**config.mk**
```make
export PLATFORM = sky130hd
export DESIGN_NAME = cache_controller
export DESIGN_NICKNAME = d
export VERILOG_FILES = /design/src/memory_pkg.sv /design/src/cache_controller.sv
export VERILOG_INCLUDE_DIRS = /design/src
export SDC_FILE = /design/constraint.sdc
export NUM_CORES = 1
export LEC_CHECK = 0
export BUFFER_PORTS_ARGS = -buffer_cell sky130_fd_sc_hd__buf_2
export CAP_MARGIN = 25
export CORE_AREA = 2 2 390 392
export DETAILED_ROUTE_END_ITERATION = 8
export DIE_AREA = 0 0 392 394
export PLACE_DENSITY = 0.3
export SLEW_MARGIN = 20
export SYNTH_ARGS = -nofsm -noshare
export SYNTH_HDL_FRONTEND = slang
export SYNTH_SLANG_ARGS = --single-unit
```
**constraint.sdc**
```tcl
create_clock -name main_clk -period 5.35 [get_ports main_clk]
set_clock_uncertainty 0.2 [all_clocks]
set_input_delay 0.2675 -clock main_clk [delete_from_list [all_inputs] [get_ports main_clk]]
set_output_delay 0.2675 -clock main_clk [all_outputs]
set_load 0.05 [all_outputs]
```
**src/memory_settings.svh**
```systemverilog
`ifndef MEMORY_SETTINGS_SVH
`define MEMORY_SETTINGS_SVH

// machine word and byte address
`define MEM_WORD_BITS 16
`define MEM_ADDR_BITS 16

// cache geometry
`define CACHE_LINE_WORDS 8
`define CACHE_SET_BITS 4 // 16 sets
`define CACHE_WAYS 4

`define EXEC_PORTS 4 // instruction fetch comes on top of these

// derived from the values above
`define CACHE_SETS (1 << `CACHE_SET_BITS)
`define CACHE_LINE_BYTES (`CACHE_LINE_WORDS * `MEM_WORD_BITS / 8)
`define CACHE_OFFSET_BITS ($clog2(`CACHE_LINE_BYTES))

`endif
```
**src/memory_pkg.sv**
```systemverilog
`include "memory_settings.svh"

package memory_pkg;

	typedef logic [`MEM_WORD_BITS-1:0] word_t;
	typedef logic [`MEM_ADDR_BITS-1:0] byte_addr_t;
	typedef logic [`MEM_ADDR_BITS-`CACHE_OFFSET_BITS-1:0] line_addr_t; // byte address >> 4
	typedef logic [`CACHE_SET_BITS-1:0] set_idx_t;
	typedef logic [`MEM_ADDR_BITS-`CACHE_OFFSET_BITS-`CACHE_SET_BITS-1:0] tag_t;
	typedef logic [$clog2(`CACHE_WAYS)-1:0] way_idx_t;
	typedef logic [`CACHE_LINE_WORDS*`MEM_WORD_BITS-1:0] line_t;
	typedef logic [`CACHE_LINE_BYTES-1:0] byte_mask_t;
	typedef logic [2:0] stack_size_t; // 1 to 4 words

	// one executer port, held until its acknowledge
	typedef struct packed {
		logic        requesting;
		logic        write;
		logic        byte_op;
		logic        is_stack;
		stack_size_t stack_size;
		byte_addr_t  address;
		word_t [3:0] data; // stack word k in data[k]
	} exec_req_t;

	// the access accepted by the arbiter
	typedef struct packed {
		logic        write;
		logic        byte_op;
		logic        is_stack;
		stack_size_t stack_size;
		byte_addr_t  address;
		word_t [3:0] data;
	} access_t;

	// line port toward backing memory, rd and wr are strobes
	typedef struct packed {
		logic       rd;
		logic       wr;
		line_addr_t line_addr;
		line_t      line;
	} mem_cmd_t;

	typedef enum logic [1:0] {
		ST_IDLE,
		ST_LOOKUP,
		ST_WRITEBACK,
		ST_FILL
	} ctrl_state_t;

endpackage

```
**src/cache_controller.sv**
```systemverilog
`timescale 1ns/1ps
`include "memory_settings.svh"

module cache_controller (
	input  logic main_clk,
	input  logic rst_n,
	input  memory_pkg::exec_req_t exec_req [`EXEC_PORTS],
	input  logic ifetch_requesting,
	input  memory_pkg::byte_addr_t ifetch_address,
	input  logic hit,
	input  logic victim_dirty,
	input  memory_pkg::tag_t victim_tag,
	input  memory_pkg::line_t victim_line,
	input  logic fill_valid,
	input  memory_pkg::line_t fill_line,
	output memory_pkg::access_t access,
	output logic lookup,
	output logic apply_write,
	output logic fill_write,
	output logic lru_touch,
	output memory_pkg::line_t fill_data,
	output logic [`EXEC_PORTS-1:0] exec_ack,
	output logic [`EXEC_PORTS-1:0] exec_will_ack,
	output logic ifetch_ack,
	output memory_pkg::mem_cmd_t mem_cmd
);

	memory_pkg::ctrl_state_t state;
	memory_pkg::access_t next_access;
	memory_pkg::set_idx_t set_idx;
	logic [`EXEC_PORTS:0] grant; // one-hot, top bit is the fetch port
	logic [`EXEC_PORTS:0] src; // who owns the access in flight
	logic [`EXEC_PORTS-1:0] exec_pending;
	logic [`EXEC_PORTS-1:0] exec_ack_r;
	logic ifetch_pending;
	logic ifetch_ack_r;
	logic rd_sent; // line read issued, waiting for the fill
	logic hit_now;

	// a port that is being acknowledged right now still holds its request
	always_comb begin
		for (int i = 0; i < `EXEC_PORTS; i++) begin
			exec_pending[i] = exec_req[i].requesting & ~exec_ack_r[i];
		end
	end
	assign ifetch_pending = ifetch_requesting & ~ifetch_ack_r;

	// fixed priority, executer 0 highest and fetch lowest
	always_comb begin
		grant = '0;
		next_access = '0;
		if (ifetch_pending) begin
			grant[`EXEC_PORTS] = 1'b1;
			next_access.address = ifetch_address; // plain word read
		end
		for (int i = `EXEC_PORTS - 1; i >= 0; i--) begin
			if (exec_pending[i]) begin
				grant = '0;
				grant[i] = 1'b1;
				next_access.write = exec_req[i].write;
				next_access.byte_op = exec_req[i].byte_op;
				next_access.is_stack = exec_req[i].is_stack;
				next_access.stack_size = exec_req[i].stack_size;
				next_access.address = exec_req[i].address;
				next_access.data = exec_req[i].data;
			end
		end
	end

	always_ff @(posedge main_clk) begin
		if (!rst_n) begin
			state <= memory_pkg::ST_IDLE;
			src <= '0;
			exec_ack_r <= '0;
			ifetch_ack_r <= 1'b0;
			rd_sent <= 1'b0;
		end else begin
			exec_ack_r <= '0; // acknowledges are single pulses
			ifetch_ack_r <= 1'b0;
			case (state)
				memory_pkg::ST_IDLE: begin
					if (|grant) begin
						src <= grant;
						state <= memory_pkg::ST_LOOKUP;
					end
				end
				memory_pkg::ST_LOOKUP: begin
					if (hit_now) begin
						exec_ack_r <= src[`EXEC_PORTS-1:0];
						ifetch_ack_r <= src[`EXEC_PORTS];
						state <= memory_pkg::ST_IDLE;
					end else if (victim_dirty) begin
						state <= memory_pkg::ST_WRITEBACK;
					end else begin
						state <= memory_pkg::ST_FILL;
					end
				end
				memory_pkg::ST_WRITEBACK: state <= memory_pkg::ST_FILL;
				memory_pkg::ST_FILL: begin
					if (!rd_sent) begin
						rd_sent <= 1'b1;
					end else if (fill_valid) begin
						rd_sent <= 1'b0;
						state <= memory_pkg::ST_LOOKUP; // retry, hits this time
					end
				end
				default: state <= memory_pkg::ST_IDLE;
			endcase
		end
	end

	// payload of the accepted request
	always_ff @(posedge main_clk) begin
		if (state == memory_pkg::ST_IDLE && |grant) begin
			access <= next_access;
		end
	end

	assign set_idx = access.address[`CACHE_OFFSET_BITS +: `CACHE_SET_BITS];
	assign lookup = (state == memory_pkg::ST_LOOKUP);
	assign hit_now = lookup & hit;
	assign apply_write = hit_now & access.write;
	assign lru_touch = hit_now;
	assign fill_write = (state == memory_pkg::ST_FILL) & rd_sent & fill_valid;
	assign fill_data = fill_line;

	assign exec_will_ack = hit_now ? src[`EXEC_PORTS-1:0] : '0;
	assign exec_ack = exec_ack_r;
	assign ifetch_ack = ifetch_ack_r;

	always_comb begin
		mem_cmd.wr = (state == memory_pkg::ST_WRITEBACK);
		mem_cmd.rd = (state == memory_pkg::ST_FILL) & ~rd_sent;
		mem_cmd.line = victim_line; // only meaningful with wr
		if (mem_cmd.wr) begin
			mem_cmd.line_addr = {victim_tag, set_idx}; // where the dirty line came from
		end else begin
			mem_cmd.line_addr = access.address[`MEM_ADDR_BITS-1:`CACHE_OFFSET_BITS];
		end
	end

	// one access in flight, so never two owners acknowledged together
	a_one_ack : assert property (@(posedge main_clk) disable iff (!rst_n)
		$onehot0({exec_ack, ifetch_ack}));

endmodule

```
=== Word level (Yosys, flattened, before mapping) ===
Index checks and enable logic that the tools add are counted.

* Output and inout port bits: 369
* Word-level logic and storage cells: 63
* Flip-flop bits (word level): 99
* Input bits: 634

* Reduce and logical (&&, ||, !) cells: 7
* Mux-type cells: 20
* Bitwise gates (word level): 16
* Equality and inequality tests: 6

{| class="wikitable"
|+ Operator list
! cell !! number
|-
| $mux W86 || 4
|-
| $mux W5 || 4
|-
| $mux W16 || 1
|-
| $mux W12 || 1
|-
| $and A1 B1 Y1 || 10
|-
| $mux W2 || 4
|-
| $pmux W2 S4 || 1
|-
| $ne A2 B2 Y1 const B || 3
|-
| $not A1 Y1 || 6
|-
| $reduce_and A3 Y1 || 2
|-
| $reduce_or A5 Y1 || 1
|-
| $eq A2 B2 Y1 const B || 2
|-
| $mux W1 || 4
|-
| $mux W4 || 1
|-
| $reduce_and A2 Y1 || 2
|-
| $eq A2 B1 Y1 const B || 1
|-
| $logic_not A2 Y1 || 1
|-
| $logic_and A1 B1 Y1 || 1
|}

=== Longest topological paths before layout ===
* Word-level depth: 10
* Gate-level depth with buffers: 7
* Gate-level depth less buffers: 6

=== Worst setup path before layout ===
No wires, ideal clock.

* Path kind: register to register
* From: register exec_ack_r[2] (netlist: exec_ack[2])
* To: register src[2]
* Cell stages (with the launch flop): 5
* Arrival: 5.604 ns
* Path slack: -0.795 ns
* Library setup time: 0.341 ns
* Required time: 4.809 ns
* Clock period less this slack: 6.145 ns
* Cells stage by stage: dfxtp_1 -> nor2b_1 -> nor4_4 -> a21boi_1 -> o21ai_0

* Longest elaborated chain between the ends: 7

{| class="wikitable"
|+ Ends and longest elaborated chain
! item !! RTL line !! source
|-
| start, declared || cache_controller.sv:34 || <nowiki>logic [`EXEC_PORTS-1:0] exec_ack_r;</nowiki>
|-
| start signal, assigned || cache_controller.sv:89 || <nowiki>exec_ack_r <= src[`EXEC_PORTS-1:0];</nowiki>
|-
| $not A1 Y1 (*) || cache_controller.sv:43 || <nowiki>exec_pending[i] = exec_req[i].requesting & ~exec_ack_r[i];</nowiki>
|-
| $and A1 B1 Y1 (*) || cache_controller.sv:43 ||
|-
| $mux W5 (*) (3 in series) || cache_controller.sv:57 || <nowiki>if (exec_pending[i]) begin</nowiki>
|-
| $reduce_or A5 Y1 || cache_controller.sv:82 || <nowiki>if (|grant) begin</nowiki>
|-
| $reduce_and A2 Y1 (no source line) || -- ||
|-
| end signal, assigned || cache_controller.sv:83 || <nowiki>src <= grant;</nowiki>
|-
| end, declared || cache_controller.sv:32 || <nowiki>logic [`EXEC_PORTS:0] src;</nowiki>
|}

Mark *: on every way between the ends. The rest lies on a longest branch, timed or not.
A chain may end at the register's enable or synchronous reset.

==> results.ini <==
[power]
power_mw=3.03
switchingPower_mw=1.33
p_int_mw=1.71
pwr-share-comb_pct=38.3
power_density_nw_per_um2=247
seq_power_share_pct=34.5
ir_drop_v=0.000140
leakage_nw=4.90
swShare_pct=43.7
clkPwrFrac_pct=27.3

[grt]
grt_usage_pct=8.78
overflow=0
first_global_vias=7956
grt_first_pass_wirelength_um=85900
grt_max_degree=87
antenna_found_initial=29

[placement]
dp_hpwl_um=60300
gp_congestion=0.768
dpl.cell_count=2975
io_buffers=490
place_area_um2=10100

[floorplan]
core_um2=151000
die_h_um=394
die_w_um=392
placementRows=143
io_pins=1003
die-area_um2=154000
start_util_pct=4.72

[clocking]
clock_path_buffers=2
cts_setup_buffers=0
cts_root_buf=clkbuf_16
clk_latency_ns=0.44
clk_pin_slew_worst_paths_ns=0.10
cts_tree=done
cts-buffers-inserted=9
numClockSinks=99
cts_max_level=3

[yosys]
ys_top_cells_by_area=edfxtp_1 (36%), buf_4 (28%), a222oi_1 (12%), nand2_1 (8.5%), dfxtp_1 (3.7%)
ys_seq_elements=99
syn_inst=747
synth_ff_type=edfxtp_1
synthTopCellsByCount=buf_4 (261), nand2_1 (161), edfxtp_1 (86)
synth_seq_area_share_pct=40.0
synth_area_um2=7110
yosysWarnings=0
ys_async_sr_fraction_pct=0
syn_nets=1385
synthDistinctLibCells=33
synth_edf_count=86
avgSynthCellArea_um2=9.52
yosysTopAreaCell=edfxtp_1
netlist.area_leader.share_pct=36.3
yosysMostFrequentCell=buf_4

[setup_path]
start_kind=input pin
worst-path-max-fanout=52
cp.depth=10
slowest_delay_ns=0.62
worstPathArrival_ns=3.95
rr_worst_depth=8
crit_chain=dlygate4sd3_1 -> buf_2 -> nor2b_4 -> nor2_4 -> buf_4 -> buf_4 -> a222oi_1 -> dlygate4sd3_1 -> nand2_1 -> dlygate4sd3_1
cp_data_required_time_ns=5.34
crit_slowest_cell=nor2b_4
critical_path_class=in2reg
path_delay_family=buffers and inverters
path_buf_inv=6
path_common_cell=dlygate4sd3_1
end_kind=flip-flop

[drt]
dr.pass1.iters=8
wl_per_cell_um=22.2
drtIter0Drc=517
routed_wl_um=70500
dr_total_vias=7676
vias_per_cell=2.42
antenna_left=0
drc=0

[cells_and_area]
drive_gt1_share_pct=46.6
n_fill_cell=17800
instances_no_fill=3178
fin_area_um2=12300
seq_area_um2=2840
nets=1777
multi_input_area_um2=2160
syn_to_final_growth_pct=72.5

[sta]
slew_violations=0
worst_pin_slew_ns=0.993
holdWs_ns=0.0783
hold_viol=0
maxSlewHeadroom_pct=33.8
setup_viol=0
period_minus_slack_ns=3.96
period_share_pct=73.9
tns_ns=0
fmax_mhz=253
rsz0062_at_grt=no

[run_status]
outcome=completed

[min_path]
min_path_cells=3
hold_path.class=in2reg

[job]
maxCapViolations=0

## through the flow
step / util [%] / setup WS (ns)
2_1_floorplan: - / 1.23
4_1_cts: 8.13 / 1.44
3_5_place_dp: 6.71 / 2.11
6_report: 8.14 / 1.39
3_3_place_gp: 6.71 / 2.17
5_1_grt: 8.13 / 1.29
## timing repair
action,4_1_cts,5_1_grt
setup endpoints to repair,0,0
resized for setup,0,0
hold buffers,183,0
hold endpoints to repair,96,0
## cells in the final DEF, fill, tap and decap left out, drive strengths merged, types with 8 or more instances in the layout
| cell type | count |
|---|---|
| nand3 | 33 |
| dlygate4sd3 | 183 |
| nor2b | 8 |
| dfxtp | 13 |
| mux2 | 8 |
| nand2 | 161 |
| clkbuf | 9 |
| and3 | 12 |
| a222oi | 85 |
| buf | 501 |
| edfxtp | 86 |
## worst reg2reg max path, delay by kind of cell, from the launching register on
| family | cells | cell delay (ns) |
|---|---|---|
| compound gates | 1 | 0.41 |
| buf+inv | 4 | 1.86 |
| flops | 1 | 0.36 |
| simple gates | 3 | 0.75 |
## flip-flops by register name, indices dropped and copies added, names as in the netlist
name	flops
rd_sent	1
exec_ack	4
src	5
access	86
state	2
ifetch_ack	1
## cell type report
cell class / instances / share of cell area [%]
repair buffers: 684 / 35.7
flip-flops and latches: 99 / 23.2
well taps: 2030 / 20.7
multi-input cells: 343 / 17.7
clock buffers: 9 / 1.84
clock inverters: 7 / 0.745
diodes: 4 / 0.0816
inverters: 2 / 0.0612
## logic make-up after synthesis
group	share of synthesized area, %
simple gates	14.4
buf+inv	30.1
mux	1.41
flops	40.0
fa+ha+maj	0.704
compound gates	13.4
## routing by layer
layer / global-route usage (%) / routed length [um] / vias to the layer above
met5: 0 / 80 / -
met4: 2.64 / 1800 / 12
met3: 8.01 / 14500 / 79
met2: 15.6 / 35100 / 876
met1: 6.69 / 19000 / 3463
li1: - / - / 3246
## power groups by stage
stage,registers (mW),clock network (mW),logic [mW]
floorplan,1.41,0,0.763
global placement,1.07,0,1.04
detailed placement,1.07,0,1.03
CTS,1.05,0.912,1.18
global route,1.06,0.921,1.23
finish,1.05,0.827,1.16
## worst paths after layout
path	startpoint	endpoint	slack, ns
min reg2reg	src[3]$_SDFFE_PN0P_	src[3]$_SDFFE_PN0P_	0.28
max	exec_req[347]	access[80]$_DFFE_PP_	1.39
min	exec_req[238]	access[64]$_DFFE_PP_	0.08
max reg2reg	exec_ack[0]$_SDFF_PN0_	access[80]$_DFFE_PP_	1.52
(Power assumes the default switching activity.)
