## src/memory_settings.svh

```systemverilog
`ifndef MEMORY_SETTINGS_SVH
`define MEMORY_SETTINGS_SVH

// machine word and byte address
`define MEM_WORD_BITS 16
`define MEM_ADDR_BITS 16

// cache geometry
`define CACHE_LINE_WORDS 8
`define CACHE_SET_BITS 4 // 16 sets
`define CACHE_WAYS 4

`define EXEC_PORTS 4 // instruction fetch comes on top of these

// derived from the values above
`define CACHE_SETS (1 << `CACHE_SET_BITS)
`define CACHE_LINE_BYTES (`CACHE_LINE_WORDS * `MEM_WORD_BITS / 8)
`define CACHE_OFFSET_BITS ($clog2(`CACHE_LINE_BYTES))

`endif
```

## src/memory_pkg.sv

```systemverilog
`include "memory_settings.svh"

package memory_pkg;

	typedef logic [`MEM_WORD_BITS-1:0] word_t;
	typedef logic [`MEM_ADDR_BITS-1:0] byte_addr_t;
	typedef logic [`MEM_ADDR_BITS-`CACHE_OFFSET_BITS-1:0] line_addr_t; // byte address >> 4
	typedef logic [`CACHE_SET_BITS-1:0] set_idx_t;
	typedef logic [`MEM_ADDR_BITS-`CACHE_OFFSET_BITS-`CACHE_SET_BITS-1:0] tag_t;
	typedef logic [$clog2(`CACHE_WAYS)-1:0] way_idx_t;
	typedef logic [`CACHE_LINE_WORDS*`MEM_WORD_BITS-1:0] line_t;
	typedef logic [`CACHE_LINE_BYTES-1:0] byte_mask_t;
	typedef logic [2:0] stack_size_t; // 1 to 4 words

	// one executer port, held until its acknowledge
	typedef struct packed {
		logic        requesting;
		logic        write;
		logic        byte_op;
		logic        is_stack;
		stack_size_t stack_size;
		byte_addr_t  address;
		word_t [3:0] data; // stack word k in data[k]
	} exec_req_t;

	// the access accepted by the arbiter
	typedef struct packed {
		logic        write;
		logic        byte_op;
		logic        is_stack;
		stack_size_t stack_size;
		byte_addr_t  address;
		word_t [3:0] data;
	} access_t;

	// line port toward backing memory, rd and wr are strobes
	typedef struct packed {
		logic       rd;
		logic       wr;
		line_addr_t line_addr;
		line_t      line;
	} mem_cmd_t;

	typedef enum logic [1:0] {
		ST_IDLE,
		ST_LOOKUP,
		ST_WRITEBACK,
		ST_FILL
	} ctrl_state_t;

endpackage

```

## src/cache_tags.sv

```systemverilog
`timescale 1ns/1ps
`include "memory_settings.svh"

module cache_tags (
	input  logic main_clk,
	input  logic rst_n,
	input  memory_pkg::access_t access,
	input  logic lookup,
	input  logic apply_write,
	input  logic fill_write,
	input  logic lru_touch,
	output logic hit,
	output memory_pkg::way_idx_t hit_way,
	output memory_pkg::way_idx_t victim_way,
	output logic victim_dirty,
	output memory_pkg::tag_t victim_tag
);

	memory_pkg::tag_t tags [`CACHE_SETS][`CACHE_WAYS];
	logic [`CACHE_WAYS-1:0] valid [`CACHE_SETS];
	logic [`CACHE_WAYS-1:0] dirty [`CACHE_SETS];
	memory_pkg::way_idx_t age [`CACHE_SETS][`CACHE_WAYS]; // 0 youngest, ways-1 oldest

	memory_pkg::set_idx_t set_idx;
	memory_pkg::tag_t tag;
	logic [`CACHE_WAYS-1:0] match;

	assign set_idx = access.address[`CACHE_OFFSET_BITS +: `CACHE_SET_BITS];
	assign tag = access.address[`MEM_ADDR_BITS-1 -: $bits(memory_pkg::tag_t)];

	always_comb begin
		for (int w = 0; w < `CACHE_WAYS; w++) begin
			match[w] = valid[set_idx][w] && (tags[set_idx][w] == tag);
		end
	end

	assign hit = lookup & (|match);

	always_comb begin
		hit_way = '0;
		for (int w = `CACHE_WAYS - 1; w >= 0; w--) begin
			if (match[w]) hit_way = memory_pkg::way_idx_t'(w);
		end
	end

	// oldest way, unless some way is still empty
	always_comb begin
		victim_way = '0;
		for (int w = 0; w < `CACHE_WAYS; w++) begin
			if (age[set_idx][w] == memory_pkg::way_idx_t'(`CACHE_WAYS - 1)) begin
				victim_way = memory_pkg::way_idx_t'(w);
			end
		end
		for (int w = `CACHE_WAYS - 1; w >= 0; w--) begin
			if (!valid[set_idx][w]) victim_way = memory_pkg::way_idx_t'(w);
		end
	end

	assign victim_dirty = valid[set_idx][victim_way] & dirty[set_idx][victim_way];
	assign victim_tag = tags[set_idx][victim_way];

	always_ff @(posedge main_clk) begin
		if (!rst_n) begin
			for (int s = 0; s < `CACHE_SETS; s++) begin
				valid[s] <= '0;
				dirty[s] <= '0;
				for (int w = 0; w < `CACHE_WAYS; w++) begin
					age[s][w] <= memory_pkg::way_idx_t'(w); // any permutation works
				end
			end
		end else begin
			if (fill_write) begin
				valid[set_idx][victim_way] <= 1'b1;
				dirty[set_idx][victim_way] <= 1'b0; // fresh from memory
			end
			if (apply_write) begin
				dirty[set_idx][hit_way] <= 1'b1;
			end
			if (lru_touch) begin
				for (int w = 0; w < `CACHE_WAYS; w++) begin
					if (memory_pkg::way_idx_t'(w) == hit_way) begin
						age[set_idx][w] <= '0;
					end else if (age[set_idx][w] < age[set_idx][hit_way]) begin
						age[set_idx][w] <= age[set_idx][w] + 1'b1;
					end
				end
			end
		end
	end

	always_ff @(posedge main_clk) begin
		if (fill_write) begin
			tags[set_idx][victim_way] <= tag;
		end
	end

	// fills only go to a way that missed, so a tag never sits in two ways
	a_single_hit : assert property (@(posedge main_clk) disable iff (!rst_n)
		lookup |-> $onehot0(match));

endmodule

```

## config.mk

```make
export PLATFORM = sky130hd
export DESIGN_NAME = cache_tags
export DESIGN_NICKNAME = d
export VERILOG_FILES = /design/src/memory_pkg.sv /design/src/cache_tags.sv
export VERILOG_INCLUDE_DIRS = /design/src
export SDC_FILE = /design/constraint.sdc
export NUM_CORES = 1
export LEC_CHECK = 0
export ABC_AREA = 1
export BUFFER_PORTS_ARGS = -buffer_cell sky130_fd_sc_hd__buf_4
export CAP_MARGIN = 20
export CORE_MARGIN = 2
export CORE_UTILIZATION = 54
export DETAILED_ROUTE_END_ITERATION = 6
export MAX_ROUTING_LAYER = met4
export PLACE_DENSITY_LB_ADDON = 0.08
export SLEW_MARGIN = 20
export SYNTH_ARGS = -nofsm -noshare
export SYNTH_HDL_FRONTEND = slang
export SYNTH_SLANG_ARGS = --single-unit
```

## constraint.sdc

```tcl
create_clock -name main_clk -period 5.2 [get_ports main_clk]
set_clock_uncertainty 0.15 [all_clocks]
set_input_delay 1.04 -clock main_clk [delete_from_list [all_inputs] [get_ports main_clk]]
set_output_delay 1.04 -clock main_clk [all_outputs]
set_load 0.02 [all_outputs]
```

; ---- Word-level counts from Yosys, hierarchy flattened
; Memory sizes are Yosys's and may differ from the RTL's.
; Index checks and enable logic that the tools add are counted.
; W data, S select, Z words.
[totals]
register_bits = 0
mem_bits_rw = 768
in_bits = 92
out_inout_bits = 14
wordCells = 141
memories = 4
[memory_table]
columns = memory, words, word_bits, read_ports, rd_ports_with_merged_regs, wr, line
row1 = tags, 16, 32, 1, 0, 1, cache_tags.sv:19  ; memory_pkg::tag_t tags [`CACHE_SETS][`CACHE_WAYS];
row2 = age, 16, 8, 1, 0, 16, cache_tags.sv:22  ; memory_pkg::way_idx_t age [`CACHE_SETS][`CACHE_WAYS];
row3 = dirty, 16, 4, 1, 0, 16, cache_tags.sv:21  ; logic [`CACHE_WAYS-1:0] dirty [`CACHE_SETS];
row4 = valid, 16, 4, 1, 0, 16, cache_tags.sv:20  ; logic [`CACHE_WAYS-1:0] valid [`CACHE_SETS];
[op_classes]
add_sub_neg = 4
n_lt_le_gt_ge = 11
n_eq_ne = 10
n_mux = 88
bitwise_logic = 12
n_reduce_logical = 12
[op_table]
columns = operator, count
row1 = $mux W1, 50
row2 = $mux W4, 10
row3 = $eq A8 B8 Y1, 4
row4 = $mux W2, 16
row5 = $mux W32, 1
row6 = $mux W8, 4
row7 = $bmux W8 S2, 1
row8 = $demux W8 S2, 1
row9 = $reduce_or A4 Y1, 3
row10 = $add A2 B1 Y2 const B, 4
row11 = $lt A2 B2 Y1, 4
row12 = $or A1 B1 Y1, 8
row13 = $reduce_or A8 Y1, 1
row14 = $logic_and A1 B1 Y1, 7
row15 = $eq A2 B2 Y1 const B, 3
row16 = $ge A3 B3 Y1 const B, 2
row17 = $lt A2 B3 Y1 const B, 2
row18 = $not A2 Y3, 2
row19 = $bmux W1 S2, 2
row20 = $bmux W2 S2, 1
row21 = $demux W1 S2, 2
row22 = $eq A2 B2 Y1 const A, 2
row23 = $ge A2 B1 Y1 const B, 2
row24 = $lt A3 B1 Y1 const B, 1
row25 = other kinds (3), 4

; ---- Longest topological paths before layout
; Gate-level depths: netlist (run 1).
; An unclocked memory read counts as a cell.
[logic_depth]
word_depth = 20
mapped_depth = 30
mapped_depth_nobuf = 26

; ---- Worst setup path after synthesis (run 1)
; No wires, ideal clock.
[synth_timing]
path_type = input-to-output
start = input port access[68] (netlist name)
end = output port victim_dirty
arrival_ps = 4467
required_time_ps = 4010
path_slack_ps = -457
path_stages = 18
path_buffers = 3
path_cell_list = buf_4 > inv_2 > nor2_2 > clkbuf_1 > clkbuf_1 > a22oi_1 > nand2_1 > nand2_1 > nand4_1 > ha_1 > inv_1 > nor2_1 > o21ai_1 > a21oi_2 > inv_1 > nand2_1 > inv_1 > a2111oi_0
[synth_via]
elab_chain_cells = 12
word_cells_on_any_way = 18
cone_classes = eq/ne: 3 / mux: 11 / bitwise: 1 / memory: 3
[synth_lines]
columns = item, line
row1 = from (decl), cache_tags.sv:7  ; input memory_pkg::access_t access,
row2 = $mem_v2 Z16 W8, --
row3 = $eq A2 B2 Y1, cache_tags.sv:50  ; if (age[set_idx][w] == memory_pkg::way_idx_t'(`CACHE_WAYS - 1)) begin
row4 = $mux W1, cache_tags.sv:50
row5 = $mux W2 (2 in a row), cache_tags.sv:50
row6 = $mux W2 (3 in a row), cache_tags.sv:55  ; if (!valid[set_idx][w]) victim_way = memory_pkg::way_idx_t'(w);
row7 = $mux W2 *, cache_tags.sv:55
row8 = named net victim_way[0], cache_tags.sv:14  ; output memory_pkg::way_idx_t victim_way,
row9 = $bmux W1 S2, cache_tags.sv:59  ; assign victim_dirty = valid[set_idx][victim_way] & dirty[set_idx][victim_way];
row10 = $mux W1 (not written as such), cache_tags.sv:59
row11 = $and A1 B1 Y1 *, cache_tags.sv:59
row12 = to (decl), cache_tags.sv:15  ; output logic victim_dirty,
; The timed path passes the listed nets; every way through them passes the cells marked *. The select of a mux whose other input is x is not followed.

; ---- Worst setup path in the final report (run 1)
[layout_timing]
start = input port access[69] (netlist name)
end = output port victim_dirty
[layout_via]
elab_chain_cells = 12
word_cells_on_any_way = 18
cone_classes = eq/ne: 3 / mux: 11 / bitwise: 1 / memory: 3
[layout_lines]
columns = item, line
row1 = $mem_v2 Z16 W8, --
row2 = $eq A2 B2 Y1, cache_tags.sv:50
row3 = $mux W1, cache_tags.sv:50
row4 = $mux W2 (2 in a row), cache_tags.sv:50
row5 = $mux W2 (4 in a row), cache_tags.sv:55
row6 = $bmux W1 S2, cache_tags.sv:59
row7 = $mux W1 (not written as such), cache_tags.sv:59
row8 = $and A1 B1 Y1 *, cache_tags.sv:59
; Mark *: on every way between the ends. The rest lies on a longest branch, timed or not. The select of a mux whose other input is x is not followed.

==> results of run 1 <==
-- path summary, 6_finish.rpt --
check               from      endpoint  slack, ps  depth (start not counted)
min          valid[1][0]   valid[1][0]        320                          1
min reg2reg  valid[1][0]   valid[1][0]        320                          1
max reg2reg   age[12][1]   dirty[3][2]       1270                         15
max           access[69]  victim_dirty          1                         20
-- area by class of cell --
type / instances / area, um^2 / area share, %
flip-flops and latches: 768 / 22400 / 56.6
multi-input cells: 2347 / 10300 / 26.0
repair buffers: 286 / 2720 / 6.87
clock buffers: 102 / 2140 / 5.41
well taps: 837 / 1050 / 2.64
inverters: 127 / 504 / 1.27
clock inverters: 41 / 487 / 1.23
diodes: 1 / 2.50 / 0.00631
-- per-layer routing --
layer	wire length, um	track usage (%)	part of all wire (%)
met1	41500	43.3	41
met2	47200	50.7	47
met3	8110	4.93	8.1
met4	3560	11.1	3.5
met5	0	-	0
-- critical path, delay by kind of cell --
kind / cells / cell delay [ps]
buffers and inverters: 10 / 1390
AND/OR/NAND/NOR: 8 / 1010
AO/OA/AOI/OAI: 2 / 530
-- flip-flops by register name, summed over array words and instances (netlist names) --
| register | flops |
|---|---|
| valid | 64 |
| age | 128 |
| tags | 512 |
| dirty | 64 |
-- cells by family (layout without fill, tap and decap cells) --
| group | Yosys count | count (layout) | synth area share (%) |
|---|---|---|---|
| other | 0 | 1 | 0 |
| buffers and inverters | 321 | 556 | 4.16 |
| AO/OA/AOI/OAI | 293 | 293 | 5.35 |
| adder cells (fa/ha/maj) | 3 | 3 | 0.111 |
| XOR/XNOR | 1 | 1 | 0.0259 |
| AND/OR/NAND/NOR | 2049 | 2050 | 24.2 |
| flip-flops | 768 | 768 | 66.2 |
-- power by group through the flow --
stage | Clock (mW) | Combinational (mW) | Sequential (mW)
3_3_place_gp | 0 | 1.09 | 6.93
3_5_place_dp | 0 | 1.11 | 6.93
5_1_grt | 6.01 | 1.27 | 6.80
6_report | 5.72 | 1.18 | 6.80
2_1_floorplan | 0 | 0.592 | 6.93
4_1_cts | 5.78 | 1.12 | 6.80
-- cell usage after synthesis, drive strengths merged --
master	count
o2111a	2
nor2	367
a221o	1
or3	17
nand2	1462
o21ai	98
a2111oi	1
edfxtp	704
or2	1
xor2	1
a22oi	81
dfxtp	64
buf	100
o21a	13
nor3	3
ha	3
nand3b	2
a21oi	29
and3	1
inv	121
clkbuf	94
o22ai	68
nand4	51
nand3	143
clkinv	6
nor4	2
-- repair_timing --
item,in CTS,in global routing
resized for setup,16,67
pin swaps,4,27
gates cloned,1,5
endpoints found under the setup margin,11,12
buffers inserted,2,13
==> summary.md, run 1 <==
| Metric | Value |
|---|---|
| Fraction of power spent switching nets | 23.7% |
| Leading cell type in the layout, fill and taps excluded | sky130_fd_sc_hd__nand2_1 |
| Fraction of final layout cells with drive strength greater than 1 | around 13% |
| Required time of the worst setup path | 4010 ps |
| Number of library cell types mapped by synthesis | 41 |
| Via count of the first global-routing pass | between 20,000 and 25,000 |
| Post-Syn Nets | 3,530 |
| Final worst-path setup slack | 1.39 ps |
| Type of the setup path with the least slack | input pin to primary output |
| Number of inserted filler cells in the final layout | between 4,000 and 5,000 |
| Total Die Area | 64,800 um^2 |
| Post-route non-filler standard cell count | 4,509 |
| Setup repair after global routing missed its margin | yes |
| Pin count of the biggest net entering global routing | between 90 and 100 |
| Final Net Count | 3,704 |
| Die Y | 255 um |
| Wire length of the first global-routing pass | 149 mm |
| Cell at the root of the clock tree | sky130_fd_sc_hd__clkbuf_16 |
| Synth top area cells | sky130_fd_sc_hd__edfxtp_1 (62%), sky130_fd_sc_hd__nand2_1 (16%), sky130_fd_sc_hd__nor2_1 (3.9%) |
| Cell count after placement | 4,345 |
| Drt pass-1 iters | 7 |
| Critical Path Sink Type | primary output |
| Synthesized area per cell | 9.87 um^2 |
| Via count | 25,661 |
| Overflow after GRT | 0 |
| Number of antenna violations at the first check in global routing | 2 |
| Overall Global Routing Usage | 32.3% |
| Post-route DRC | 1 |
| Share of total power in combinational logic | 8.6% |
| Post-Syn Area | between 30,000 and 40,000 um^2 |
| Transition time at the pin with the least slew margin | 994 ps |
| Net switching power figure | 3.25 mW |
| Total non-filler cell area in the finished layout | a little under 40,000 um^2 |
| Average via count per standard cell | 5.69 |
| Overall die width | 255 um |
| Final worst-path cycle share | 100% |
| Post-detail-place hpwl | ~64 mm |
| CTS clk-pin slew, worst paths | 60 ps |
| Starting density of the core | between 50 and 60% |
| WP data arrival | 4010 ps |
| Core area | 61,800 um^2 |
| Sequential-to-total area share from yosys stat | 66.2% |
| Number of buffers inserted for hold repair after clock tree synthesis | 0 |
| Cell area power density | roughly 350 nW/um^2 |
| Maximum clock rate | roughly 190 MHz |
| PortBufs | 31 |
| Top library cells by usage in the layout, fill and taps aside | sky130_fd_sc_hd__nand2_1 (1,444), sky130_fd_sc_hd__edfxtp_1 (704), sky130_fd_sc_hd__nor2_1 (349) |
| Max-cap check violation count | 0 |
| Cells after Synth | 3,435 |
| Top-level port count | between 100 and 150 |
| Worst slack at placement | -340 ps |
| Design internal power | 10.4 mW |
| Final total power | 13.7 mW |
| Share of power burned in the clock network | approximately two fifths |
| Total of endpoints with negative setup slack in the final report | 0 |
| Max-slew violations | 0 |
| Total number of yosys warnings | 0 |
| Worst slew margin relative to its limit | between 30% and 40% |
| Sum of negative setup slack | 0 ps |
| Depth of the CTS H-tree | 3 |
| Kind of start point of the critical path | input pin |
| CTS tree | built |
| Synth Register Bits | 768 |
| Maximum resistive drop on vdd | 339 uV |
| CP max-delay cell | sky130_fd_sc_hd__a2111oi_4 |
| Cell leakage power | 15.2 nW |
| Most numerous cell on the critical path | sky130_fd_sc_hd__buf_4 |
| Placer Congestion | 0.959 |
| Stage delay of the slowest cell on the critical path | 450 ps |
| Post-DRT Antenna Nets | 0 |
| Area post-placement | 36,400 um^2 |
| Crit-path cells | buf_16 -> clkinv_8 -> nor2_4 -> buf_4 -> buf_12 -> buf_8 -> buf_16 -> a22oi_1 -> nand2_1 -> nand2_1 -> nand2_1 -> nor2_1 -> nor2_2 -> nand2_4 -> buf_4 -> nand2_4 -> inv_2 -> buf_4 -> a2111oi_4 -> buf_4 |
| Hold slack | roughly 320 ps |
| Floorplan row count | 91 |
| Status | finished, violations left |
| Sink Count | ~770 |
| Path type of the worst min-delay path | flip-flop to flip-flop |
| Clock buffer count from CTS | 79 |
| Initial drt markers | 2,695 |
| Total detailed-routing wirelength | between 100 and 150 mm |
| Number of buffers on the longest clock path | 3 |
| Portion of synthesized cell area occupied by the leading cell type | 62.4% |
| Minimum clock period after layout | about 5200 ps |
| Post-synth top area cell | sky130_fd_sc_hd__edfxtp_1 |
| Detail-routed net length per standard cell | 22.3 um |
| Part of the power in registers | 49.6% |
| Area growth syn-to-layout | 16.9% |
| Source-to-sink clock delay at the later pin of the worst-skew pair | 650 ps |
| Hold Fails Final Rpt | 0 |
| Crit path max fanout | 13 |
| Violated checks | DRC |
| Final design utilization | 64.1% |
Power figures use the tool's default switching activity.
==> run 2: changes to the inputs <==
--- a/config.mk
+++ b/config.mk
@@ -13,7 +13,7 @@
 export CORE_UTILIZATION = 54
 export DETAILED_ROUTE_END_ITERATION = 6
 export MAX_ROUTING_LAYER = met4
-export PLACE_DENSITY_LB_ADDON = 0.08
+export PLACE_DENSITY = 0.82
 export SLEW_MARGIN = 20
 export SYNTH_ARGS = -nofsm -noshare
 export SYNTH_HDL_FRONTEND = slang
==> run 2 against run 1 <==
Net effect:
- the flow now finishes without violations
- highest routed layer unchanged
- register-to-register slack improved by 20 ps
- non-clock buffer count decreased by 15
- core utilization decreased by 0.86 points
- critical endpoint unchanged
- clock-buffer cell count decreased by 1
- worst setup slack improved by 14 ps
- sequential cell count unchanged
==> summary.md, run 2 (synthesis results as in run 1) <==
| Metric | Value |
|---|---|
| Critical Path Sink Type | primary output |
| Area growth syn-to-layout | 15.4% |
| Final Net Count | around 3,700 |
| Top-level port count | roughly 110 |
| Cell area power density | 343 nW/um^2 |
| Placer Congestion | 0.976 |
| Overflow after GRT | 0 |
| Final total power | 13.4 mW |
| Top library cells by usage in the layout, fill and taps aside | sky130_fd_sc_hd__nand2_1 (1,447), sky130_fd_sc_hd__edfxtp_1 (704), sky130_fd_sc_hd__nor2_1 (352) |
| Launch point of the critical path | access[69] |
| Maximum clock rate | roughly 190 MHz |
| Hold slack | 316 ps |
| Detail-routed net length per standard cell | 21.8 um |
| Worst slew margin relative to its limit | approximately 22% |
| Source-to-sink clock delay at the later pin of the worst-skew pair | 640 ps |
| Cell count of the worst hold path | 1 |
| Pin count of the biggest net entering global routing | 129 |
| Reg2Reg Launch Point | age[3][3] |
| Post-route DRC | 0 |
| Status | finished clean |
| Sink Count | around 770 |
| Minimum clock period after layout | 5180 ps |
| Via count of the first global-routing pass | 25,327 |
| Clock buffer count from CTS | 76 |
| Post-detail-place hpwl | 58.9 mm |
| Drt pass-1 iters | 6 |
| Max-slew violations | 0 |
| Cell leakage power | 15.1 nW |
| Leading cell type in the layout, fill and taps excluded | sky130_fd_sc_hd__nand2_1 |
| CTS clk-pin slew, worst paths | roughly 60 ps |
| Initial drt markers | 4,040 |
| Kind of start point of the critical path | input pin |
| Total of endpoints with negative setup slack in the final report | 0 |
| Hold Fails Final Rpt | 0 |
| Biggest register | tags |
| CTS tree | built |
| Required time of the worst setup path | 4010 ps |
| Design internal power | 10.2 mW |
| Transition time at the pin with the least slew margin | between 1000 and 1500 ps |
| Wire length of the first global-routing pass | 144 mm |
| PortBufs | 31 |
| Part of the power in registers | 50.7% |
| Overall die width | between 200 and 300 um |
| Number of buffers inserted for hold repair after clock tree synthesis | 0 |
| Depth of the CTS H-tree | 3 |
| Share of power burned in the clock network | around two fifths |
| Path type of the worst min-delay path | flip-flop to flip-flop |
| Post-DRT Antenna Nets | 0 |
| Max-cap check violation count | 0 |
| Final worst-path cycle share | about 100% |
| Worst Hold Launch | valid[4][0] |
| Average via count per standard cell | 5.93 |
| Starting density of the core | 54.8% |
| Fraction of power spent switching nets | around a quarter |
| Number of antenna violations at the first check in global routing | 3 |
| WP data arrival | approximately 4000 ps |
| Cell at the root of the clock tree | sky130_fd_sc_hd__clkbuf_16 |
| Overall Global Routing Usage | 30.7% |
| Share of total power in combinational logic | 8.4% |
| Crit path max fanout | 16 |
| Logic depth of the worst register-to-register path | 16 |
| Total detailed-routing wirelength | 97.8 mm |
| Type of the setup path with the least slack | input pin to primary output |
| Net switching power figure | 3.18 mW |
| Floorplan row count | 91 |
| Total Die Area | 64,800 um^2 |
| Via count | 26,637 |
| Die Y | 255 um |
| Maximum resistive drop on vdd | about 350 uV |
| Number of buffers on the longest clock path | 3 |
| Core area | 61,800 um^2 |
| Fraction of final layout cells with drive strength greater than 1 | 12.2% |
| Largest register FFs | just over 500 |
| Top Registers | tags: 512 flops, age: 128 flops |
==> run 2: cell count changes in the layout (fill, tap and decap cells not counted), sizes merged <==
cell	change
buf	-14
clkbuf	-2
clkinv	-2
inv	+2
bufinv	-1
diode	+1
nand2	-1
==> run 2: repair_timing <==
action / 4_1_cts / 5_1_grt
buffers inserted: 0 / 1
endpoints found under the hold margin: 0 / 0
resized for setup: 0 / 21
endpoints found under the setup margin: 0 / 12
==> run 2: worst max-delay path: stages <==
cell and delay (ps):
sky130_fd_sc_hd__buf_6 140, sky130_fd_sc_hd__inv_4 70, sky130_fd_sc_hd__nor2_4 40, sky130_fd_sc_hd__buf_12 160, sky130_fd_sc_hd__a22oi_1 260, sky130_fd_sc_hd__nand2_1 90
sky130_fd_sc_hd__nand2_1 70, sky130_fd_sc_hd__nand4_1 200, sky130_fd_sc_hd__ha_2 270, sky130_fd_sc_hd__buf_4 150, sky130_fd_sc_hd__or3_1 380, sky130_fd_sc_hd__nand2_2 100
sky130_fd_sc_hd__inv_2 80, sky130_fd_sc_hd__nand2_4 120, sky130_fd_sc_hd__buf_4 130, sky130_fd_sc_hd__o22ai_1 80, sky130_fd_sc_hd__a2111oi_2 240, sky130_fd_sc_hd__buf_4 200
sky130_fd_sc_hd__buf_4 140
==> run 2: layer usage <==
metal	track usage (%)	vias up	share of wire, %
met3	6.52	316	13
met1	38.0	12473	35
met5	-	-	0
li1	-	11876	-
met4	16.2	0	5.2
met2	47.6	1972	47
==> run 2: metrics by stage <==
stage               instance area, um^2  setup WS [ps]  TNS (ps)  cells  util (%)
floorplan                         33900           73.1         0   3435         -
finish                            39100           15.8         0   4492      63.2
detailed placement                36400           19.1         0   4345      58.9
global placement                  36400           60.6         0   4345      58.9
CTS                               38900           3.48         0   4486      62.9
global route                      39100          -17.4     -17.4   4492      63.2
==> run 2: power by group through the flow <==
stage	Combinational [mW]	Sequential (mW)	Clock (mW)
finish	1.13	6.80	5.48
global route	1.20	6.80	5.71
CTS	1.07	6.80	5.47
detailed placement	1.06	6.93	0
global placement	1.04	6.93	0
floorplan	0.592	6.93	0
==> run 2: final timing paths <==
kind,to,slack (ps)
setup / recovery,victim_dirty,20
setup reg to reg,dirty[3][2],1290
hold / removal,valid[4][0],320
hold reg to reg,valid[4][0],320
==> run 2: area by class of cell <==
cell class | instances | area (um^2)
Tap cell | 837 | 1050
Antenna cell | 2 | 5.00
Clock inverter | 40 | 429
Multi-Input combinational cell | 2346 | 10100
Clock buffer | 101 | 2050
Timing Repair Buffer | 271 | 2520
Sequential cell | 768 | 22400
Inverter | 127 | 489
Fill cell | 4557 | 22700
